## config.mk

```make
export PLATFORM = sky130hd
export DESIGN_NAME = pkt_checker_top
export DESIGN_NICKNAME = d
export VERILOG_FILES = /design/src/source/stream_pkg.sv /design/src/source/check_pkg.sv /design/src/source/beat_if.sv /design/src/source/beat_decode.sv /design/src/source/expect_table.sv /design/src/source/slot_compare.sv /design/src/source/verdict_select.sv /design/src/source/pkt_checker_top.sv
export SDC_FILE = /design/constraint.sdc
export NUM_CORES = 2
export LEC_CHECK = 0
export BUFFER_PORTS_ARGS = -buffer_cell sky130_fd_sc_hd__buf_4
export CORE_UTILIZATION = 50
export DETAILED_ROUTE_END_ITERATION = 6
export PLACE_DENSITY = 0.67
export REMOVE_ABC_BUFFERS = 1
export SYNTH_ARGS = -nofsm -noshare
export SYNTH_HDL_FRONTEND = slang
export SYNTH_SLANG_ARGS = --single-unit
```

## constraint.sdc

```tcl
create_clock -name axis_in -period 9.2 [get_ports axis_in]
set_input_delay 2.3 -clock axis_in [delete_from_list [all_inputs] [get_ports axis_in]]
set_output_delay 2.3 -clock axis_in [all_outputs]
set_load 0.005 [all_outputs]
```

## src/source/stream_pkg.sv

```systemverilog
////////////////////////////////////////
// stream geometry for the packet checker
// shared by decode, compare and top level
////////////////////////////////////////

package stream_pkg;

    // bytes carried per beat
    localparam int DATA_BYTES = 4;
    localparam int DATA_W = DATA_BYTES * 8;

    // largest packet accepted
    localparam int MTU_BYTES = 64;
    localparam int MTU_WORDS = MTU_BYTES / DATA_BYTES;

    // word index within a packet
    localparam int WORD_IDX_W = $clog2(MTU_WORDS);

    // byte length, one extra bit so MTU_BYTES fits
    localparam int BLEN_W = $clog2(MTU_BYTES) + 1;

endpackage

```

## src/source/check_pkg.sv

```systemverilog
////////////////////////////////////////
// expected-packet table sizes and the
// verdict encoding given per packet
////////////////////////////////////////

package check_pkg;

    // expected-packet slots
    localparam int NUM_SLOTS = 4;
    localparam int SLOT_W = $clog2(NUM_SLOTS);

    // match and miss counter width
    localparam int CNT_W = 16;

    // outcome for one finished packet
    typedef enum logic [1:0] {
        vd_match,
        vd_repeat,
        vd_miss,
        vd_malformed
    } verdict_e;

endpackage

```

## src/source/beat_if.sv

```systemverilog
////////////////////////////////////////
// one decoded beat, decode to compare
////////////////////////////////////////

`timescale 1ns/100ps

interface beat_if import stream_pkg::*; ();

    // one-cycle strobe per accepted beat
    logic                  valid;
    logic                  last;
    logic [WORD_IDX_W-1:0] word_idx;
    logic [DATA_W-1:0]     data;
    // tkeep as it came in
    logic [DATA_BYTES-1:0] byte_mask;
    // bytes so far, this beat included
    logic [BLEN_W-1:0]     blen;
    // sticky format error of the packet
    logic                  bad;

    modport src (
        output valid, last, word_idx, data, byte_mask, blen, bad
    );

    modport dst (
        input valid, last, word_idx, data, byte_mask, blen, bad
    );

endinterface

```

## src/source/beat_decode.sv

```systemverilog
////////////////////////////////////////
// stream input stage, registers beats and
// tracks index, byte count and format
////////////////////////////////////////

`timescale 1ns/100ps

module beat_decode import stream_pkg::*; (
    input  logic                  axis_in,
    input  logic                  rst,
    input  logic [DATA_W-1:0]     tdata,
    input  logic [DATA_BYTES-1:0] tkeep,
    input  logic                  tvalid,
    input  logic                  tlast,
    output logic                  tready,
    beat_if.src                   beat
);

    // one extra bit to see the MTU overrun
    logic [WORD_IDX_W:0] word_cnt;
    logic [BLEN_W-1:0]   blen_acc;
    logic                bad_acc;
    logic                accept;
    logic [BLEN_W-1:0]   blen_now;
    logic                bad_now;

    // contiguous from byte 0 and not empty
    function automatic logic keep_ok(input logic [DATA_BYTES-1:0] k);
        logic [DATA_BYTES-1:0] inc;
        inc = k + 1'b1;
        return (k != '0) && ((k & inc) == '0);
    endfunction

    function automatic logic [BLEN_W-1:0] ones(input logic [DATA_BYTES-1:0] k);
        logic [BLEN_W-1:0] n;
        n = '0;
        for (int i = 0; i < DATA_BYTES; i++) begin
            n = n + k[i];
        end
        return n;
    endfunction

    // never back-pressures
    assign accept = tvalid && tready;
    assign blen_now = blen_acc + ones(tkeep);
    // partial keep only allowed on last beat
    assign bad_now = bad_acc || !keep_ok(tkeep) || (!tlast && tkeep != '1)
                     || (word_cnt >= MTU_WORDS);

    always_ff @(posedge axis_in) begin
        if (rst) begin
            tready     <= 1'b0;
            beat.valid <= 1'b0;
            word_cnt   <= '0;
            blen_acc   <= '0;
            bad_acc    <= 1'b0;
        end else begin
            tready     <= 1'b1;
            beat.valid <= accept;
            if (accept) begin
                if (tlast) begin
                    // next beat opens a new packet
                    word_cnt <= '0;
                    blen_acc <= '0;
                    bad_acc  <= 1'b0;
                end else begin
                    // saturate once past the MTU
                    if (word_cnt != MTU_WORDS) begin
                        word_cnt <= word_cnt + 1'b1;
                    end
                    blen_acc <= blen_now;
                    bad_acc  <= bad_now;
                end
            end
        end
    end

    // beat payload
    always_ff @(posedge axis_in) begin
        if (accept) begin
            beat.last      <= tlast;
            beat.word_idx  <= word_cnt[WORD_IDX_W-1:0];
            beat.data      <= tdata;
            beat.byte_mask <= tkeep;
            beat.blen      <= blen_now;
            beat.bad       <= bad_now;
        end
    end

endmodule

```

## src/source/expect_table.sv

```systemverilog
////////////////////////////////////////
// expected words and lengths per slot,
// one word index read from all slots
////////////////////////////////////////

`timescale 1ns/100ps

module expect_table import stream_pkg::*, check_pkg::*; (
    input  logic                                axis_in,
    input  logic                                rst,
    input  logic                                tbl_we,
    input  logic [SLOT_W-1:0]                   tbl_slot,
    input  logic [WORD_IDX_W-1:0]               tbl_word,
    input  logic [DATA_W-1:0]                   tbl_wdata,
    input  logic                                len_we,
    input  logic [BLEN_W-1:0]                   len_bytes,
    input  logic [WORD_IDX_W-1:0]               rd_word_idx,
    output logic [NUM_SLOTS-1:0][DATA_W-1:0]    rd_words,
    output logic [NUM_SLOTS-1:0][BLEN_W-1:0]    slot_blen
);

    logic [DATA_W-1:0] words [NUM_SLOTS][MTU_WORDS];

    // word store
    always_ff @(posedge axis_in) begin
        if (tbl_we) begin
            words[tbl_slot][tbl_word] <= tbl_wdata;
        end
    end

    // zero length marks an empty slot
    always_ff @(posedge axis_in) begin
        if (rst) begin
            slot_blen <= '0;
        end else if (len_we) begin
            slot_blen[tbl_slot] <= len_bytes;
        end
    end

    // same index across every slot
    always_comb begin
        for (int s = 0; s < NUM_SLOTS; s++) begin
            rd_words[s] = words[s][rd_word_idx];
        end
    end

endmodule

```

## src/source/slot_compare.sv

```systemverilog
////////////////////////////////////////
// compares beats against all slots,
// gives the final candidate mask per packet
////////////////////////////////////////

`timescale 1ns/100ps

module slot_compare import stream_pkg::*, check_pkg::*; (
    input  logic                  axis_in,
    input  logic                  rst,
    beat_if.dst                   beat,
    input  logic                  tbl_we,
    input  logic [SLOT_W-1:0]     tbl_slot,
    input  logic [WORD_IDX_W-1:0] tbl_word,
    input  logic [DATA_W-1:0]     tbl_wdata,
    input  logic                  len_we,
    input  logic [BLEN_W-1:0]     len_bytes,
    output logic                  done,
    output logic [NUM_SLOTS-1:0]  cand_mask,
    output logic                  bad
);

    logic [NUM_SLOTS-1:0][DATA_W-1:0] rd_words;
    logic [NUM_SLOTS-1:0][BLEN_W-1:0] slot_blen;
    logic [NUM_SLOTS-1:0]             cand_q;
    logic [NUM_SLOTS-1:0]             cand_nxt;

    expect_table u_table (
        .axis_in     (axis_in),
        .rst         (rst),
        .tbl_we      (tbl_we),
        .tbl_slot    (tbl_slot),
        .tbl_word    (tbl_word),
        .tbl_wdata   (tbl_wdata),
        .len_we      (len_we),
        .len_bytes   (len_bytes),
        .rd_word_idx (beat.word_idx),
        .rd_words    (rd_words),
        .slot_blen   (slot_blen)
    );

    always_comb begin
        // word 0 reopens every slot
        cand_nxt = (beat.word_idx == '0) ? '1 : cand_q;
        for (int s = 0; s < NUM_SLOTS; s++) begin
            // only bytes kept by tkeep count
            for (int b = 0; b < DATA_BYTES; b++) begin
                if (beat.byte_mask[b] && beat.data[b*8 +: 8] != rd_words[s][b*8 +: 8]) begin
                    cand_nxt[s] = 1'b0;
                end
            end
            // length check at packet end, empty slots drop out
            if (beat.last && (slot_blen[s] != beat.blen || slot_blen[s] == '0)) begin
                cand_nxt[s] = 1'b0;
            end
        end
    end

    always_ff @(posedge axis_in) begin
        if (rst) begin
            cand_q <= '0;
            done   <= 1'b0;
        end else begin
            done <= beat.valid && beat.last;
            if (beat.valid) begin
                cand_q <= cand_nxt;
            end
        end
    end

    // packet result
    always_ff @(posedge axis_in) begin
        if (beat.valid && beat.last) begin
            cand_mask <= cand_nxt;
            bad       <= beat.bad;
        end
    end

endmodule

```

## src/source/verdict_select.sv

```systemverilog
////////////////////////////////////////
// picks the verdict, claims matched slots
// and counts matches and misses
////////////////////////////////////////

`timescale 1ns/100ps

module verdict_select import check_pkg::*; (
    input  logic                 axis_in,
    input  logic                 rst,
    input  logic                 done,
    input  logic [NUM_SLOTS-1:0] cand_mask,
    input  logic                 bad,
    input  logic                 len_we,
    input  logic [SLOT_W-1:0]    len_slot,
    output logic                 verdict_valid,
    output verdict_e             verdict,
    output logic [SLOT_W-1:0]    verdict_slot,
    output logic [CNT_W-1:0]     match_count,
    output logic [CNT_W-1:0]     miss_count
);

    logic [NUM_SLOTS-1:0] claimed;
    logic [NUM_SLOTS-1:0] free_hit;
    logic [NUM_SLOTS-1:0] used_hit;
    logic [SLOT_W-1:0]    free_slot;
    logic [SLOT_W-1:0]    used_slot;

    // lowest set bit wins
    function automatic logic [SLOT_W-1:0] lowest(input logic [NUM_SLOTS-1:0] m);
        logic [SLOT_W-1:0] idx;
        idx = '0;
        for (int i = NUM_SLOTS - 1; i >= 0; i--) begin
            if (m[i]) begin
                idx = SLOT_W'(i);
            end
        end
        return idx;
    endfunction

    assign free_hit  = cand_mask & ~claimed;
    assign used_hit  = cand_mask & claimed;
    assign free_slot = lowest(free_hit);
    assign used_slot = lowest(used_hit);

    always_ff @(posedge axis_in) begin
        if (rst) begin
            claimed       <= '0;
            verdict_valid <= 1'b0;
            match_count   <= '0;
            miss_count    <= '0;
        end else begin
            verdict_valid <= done;
            if (done && !bad && free_hit != '0) begin
                claimed[free_slot] <= 1'b1;
                match_count        <= match_count + 1'b1;
            end else if (done) begin
                // repeat, miss and malformed
                miss_count <= miss_count + 1'b1;
            end
            // new length frees the slot again
            if (len_we) begin
                claimed[len_slot] <= 1'b0;
            end
        end
    end

    // malformed first, then match, repeat, miss
    always_ff @(posedge axis_in) begin
        if (done) begin
            verdict_slot <= '0;
            if (bad) begin
                verdict <= vd_malformed;
            end else if (free_hit != '0) begin
                verdict      <= vd_match;
                verdict_slot <= free_slot;
            end else if (used_hit != '0) begin
                verdict      <= vd_repeat;
                verdict_slot <= used_slot;
            end else begin
                verdict <= vd_miss;
            end
        end
    end

endmodule

```

## src/source/pkt_checker_top.sv

```systemverilog
////////////////////////////////////////
// packet checker top, stream in and
// table load in, one verdict per packet out
////////////////////////////////////////

`timescale 1ns/100ps

module pkt_checker_top import stream_pkg::*, check_pkg::*; (
    input  logic                  axis_in,
    input  logic                  rst,
    input  logic [DATA_W-1:0]     pkt_tdata,
    input  logic [DATA_BYTES-1:0] pkt_tkeep,
    input  logic                  pkt_tvalid,
    input  logic                  pkt_tlast,
    output logic                  pkt_tready,
    input  logic                  tbl_we,
    input  logic [SLOT_W-1:0]     tbl_slot,
    input  logic [WORD_IDX_W-1:0] tbl_word,
    input  logic [DATA_W-1:0]     tbl_wdata,
    input  logic                  len_we,
    input  logic [BLEN_W-1:0]     len_bytes,
    output logic                  verdict_valid,
    output verdict_e              verdict,
    output logic [SLOT_W-1:0]     verdict_slot,
    output logic [CNT_W-1:0]      match_count,
    output logic [CNT_W-1:0]      miss_count
);

    logic                 done;
    logic [NUM_SLOTS-1:0] cand_mask;
    logic                 bad;

    beat_if beat ();

    // stage 1, input register
    beat_decode u_decode (
        .axis_in (axis_in),
        .rst     (rst),
        .tdata   (pkt_tdata),
        .tkeep   (pkt_tkeep),
        .tvalid  (pkt_tvalid),
        .tlast   (pkt_tlast),
        .tready  (pkt_tready),
        .beat    (beat.src)
    );

    // stage 2, compare against the table
    slot_compare u_compare (
        .axis_in   (axis_in),
        .rst       (rst),
        .beat      (beat.dst),
        .tbl_we    (tbl_we),
        .tbl_slot  (tbl_slot),
        .tbl_word  (tbl_word),
        .tbl_wdata (tbl_wdata),
        .len_we    (len_we),
        .len_bytes (len_bytes),
        .done      (done),
        .cand_mask (cand_mask),
        .bad       (bad)
    );

    // stage 3, verdict and claims
    // length writes address the slot via tbl_slot
    verdict_select u_select (
        .axis_in       (axis_in),
        .rst           (rst),
        .done          (done),
        .cand_mask     (cand_mask),
        .bad           (bad),
        .len_we        (len_we),
        .len_slot      (tbl_slot),
        .verdict_valid (verdict_valid),
        .verdict       (verdict),
        .verdict_slot  (verdict_slot),
        .match_count   (match_count),
        .miss_count    (miss_count)
    );

endmodule

```

==> metrics.txt <==
Post-synth top flop=edfxtp_1; DR iter-0 viols=between 5000 and 6000; commonest cells in the netlist=edfxtp_1, mux4_2, mux2i_1, nor2_1, nand2_1; Initial Utilization=50.5%; layout net count=roughly 4500; global-route usage over all layers=25.9%; clk_lat worst skew=0.85 ns; die width=416 um; yosys warns=0; Setup TNS=0 ns; number of CTS-inserted buffers=just over 200; Syn Inst Count=4212; Synth area leader=edfxtp_1; Peak VDD IR=~0.00018 V; max frequency=209 MHz; die height=416 um; CP startpoint kind=flip-flop; PwrDens=roughly 210 nW/um2; Final Wtd Congestion=about 0.86; RSZ-0062 raised after global routing=no; P&R area growth vs syn=12.3%; DRT Pass-1 Iters=6; PostCTS Resize Cnt=0; Slew Viols, Final=0; Ports=roughly 130; Slew headroom=16.3%; Post-Syn Area=around 86000 um2; Hold WC Path Type=flip-flop to flip-flop; max cap viols=0; HPWL after DPL=around 120 mm; CTS tree=built; Vias=43120; Area contributors post-synth=edfxtp_1, mux4_2, mux2i_1, dfxtp_1, xnor2_1; clk sink count=between 2000 and 2500; Post-synth EDFFs=2106; status=finished, final reports clean; FP Rows=151; Worst Path Arrival=5.54 ns; final hold viol count=0; Seq/Total Area, Yosys=75.8%; fillers=12406; Tightest Pin Transition=between 1 and 1.5 ns; vias in the first global route=42905; Root Buffer=clkbuf_16; top-count cell post-synth=edfxtp_1; WL final=approximately 220 mm; first-pass GRT wire length=313 mm; minimum clock period=4.79 ns; kind of critical path=flip-flop to flip-flop; Required @ worst endpoint=a little under 10 ns; grt ovf=0; Worst Clk Skew=0.0407 ns; Worst setup EP type=flip-flop; end of the worst register-to-register path=u_compare.cand_q[2]$_SDFFE_PP0P_; remaining antenna violation count after routing=0; final setup vio count=0; port bufs=roughly 120; Clock transition at path regs=0.06 ns; synth unique cells=68; Hold Path Stages=0; flops & latches, synth=2191; postcts setup bufs=0; total power=20.2 mW; per-cell routed wire length=~33 um; min-delay src=u_decode.beat.bad$_DFFE_PP_; ys async rst share=0%; Vias/cell=6.31; R2R setup slack=4.41 ns; worst reg2reg path depth=10; dpl cells=around 6400; Remaining DRCs=0; Hold Slack=0.464 ns; core area=170000 um2; H-tree Lvls=4; synthesized area per cell=between 20 and 25 um2; share of layout cells above drive strength 1=about a quarter; largest fanout on the critical path=45; maximum buffer depth of the clock tree=3; initial antenna violation count=11; Die ar.=173000 um2; Leak Pwr=30.6 nW; Reg-to-Reg Start=u_decode.beat.word_idx[0]$_DFFE_PP_; end of the worst hold path=u_compare.bad$_DFFE_PP_; post-route non-filler standard cell count=~6800; largest net degree at the start of global routing=108; Final period util=a little over half; post-synth top area share=about 74%; CTS Hold Bufs=0
## worst max-delay path by stage
stage / start / end / slack (ns) / cells past startpoint
after floorplan: u_decode.beat.word_idx[0]$_DFFE_PP_ / u_compare.cand_q[2]$_SDFFE_PP0P_ / -14.52 / 8
after global placement: tbl_word[1] / u_compare.u_table.words[0][333]$_DFFE_PP_ / 4.09 / 5
after detailed placement: tbl_word[1] / u_compare.u_table.words[1][340]$_DFFE_PP_ / 4.05 / 5
after CTS: u_decode.beat.word_idx[0]$_DFFE_PP_ / u_compare.cand_q[0]$_SDFFE_PP0P_ / 4.41 / 9
after global routing: u_decode.beat.word_idx[0]$_DFFE_PP_ / u_compare.cand_q[2]$_SDFFE_PP0P_ / 4.02 / 10
final: u_decode.beat.word_idx[0]$_DFFE_PP_ / u_compare.cand_q[2]$_SDFFE_PP0P_ / 4.41 / 10
## worst max-delay path, cell delays in order (launching register included)
cell      delay (ns)
edfxtp_1        0.50
buf_4           0.56
buf_4           0.82
mux4_2          0.59
nor2b_1         0.14
a211oi_1        0.25
a21oi_1         0.11
xor2_1          0.18
nor4_1          0.71
a41oi_1         0.37
o41ai_1         0.40
## registers in the layout (all words and copies together) (netlist names), 4 cells and up
register,flops
u_compare.u_table.words,2048
u_decode.beat.data,32
u_compare.u_table.slot_blen,28
u_select.match_count,16
u_select.miss_count,16
u_decode.beat.blen,7
u_decode.blen_acc,7
u_decode.word_cnt,5
u_compare.cand_mask,4
u_compare.cand_q,4
u_decode.beat.byte_mask,4
u_decode.beat.word_idx,4
u_select.claimed,4
## power by group
part           total, mW  switching (mW)  internal, mW
Clock               8.26            3.66          4.60
Sequential          11.1          0.0660          11.0
Combinational      0.871           0.562         0.309
Total               20.2            4.29          15.9
## cell usage in the layout, fill, tap and decap left out, types with 16 or more instances in the layout
| master | instances |
|---|---|
| nand2_1 | 143 |
| xnor2_1 | 96 |
| edfxtp_1 | 2106 |
| o21ai_0 | 50 |
| buf_4 | 234 |
| nand3_1 | 50 |
| xor2_1 | 88 |
| nand2b_1 | 16 |
| o22ai_1 | 17 |
| nand4_1 | 32 |
| a221oi_1 | 34 |
| nor3_1 | 23 |
| and3_1 | 17 |
| a22oi_1 | 67 |
| a22o_1 | 41 |
| dfxtp_1 | 85 |
| clkbuf_1 | 46 |
| clkbuf_16 | 212 |
| a21oi_1 | 58 |
| nor2b_1 | 23 |
| mux4_2 | 456 |
| nor2_1 | 94 |
| clkinv_1 | 56 |
| nor2_4 | 66 |
| clkinv_2 | 39 |
| mux2i_1 | 236 |
| inv_1 | 19 |
## final cells by class
type,count,area [um2],area share [%]
Sequential cell,2191,64900,67.5
Multi-Input combinational cell,1766,19900,20.7
Clock buffer,260,5510,5.72
Tap cell,2218,2780,2.89
Timing Repair Buffer,241,1900,1.97
Clock inverter,126,1020,1.06
Inverter,22,87.6,0.0911
Antenna cell,10,25.0,0.0260
## per-stage QoR
step / instance area (um2) / utilization (%) / setup slack (ns)
after floorplan: 84400 / - / -14.52
after global placement: 89600 / 52.8 / 4.09
after detailed placement: 89600 / 52.8 / 4.05
after CTS: 96200 / 56.7 / 4.41
after global routing: 96200 / 56.7 / 4.02
final: 96200 / 56.7 / 4.41
## cell families after synthesis
family / after synthesis / share of synthesized area [%]
AOI/OAI and AO/OA: 342 / 2.83
DFF: 2191 / 75.8
xor gates and xnor gates: 184 / 1.88
muxes: 695 / 14.8
and+or+nand+nor: 532 / 2.96
adders and majority gates: 13 / 0.207
buffers and inverters: 255 / 1.50
## metal layers
metal	GRT usage, %	share of wire (%)
met2	40.0	47
met5	0	0.0063
met1	35.5	39
met4	9.64	3.3
met3	6.83	10
No activity file was read; power rests on OpenSTA's default activity.
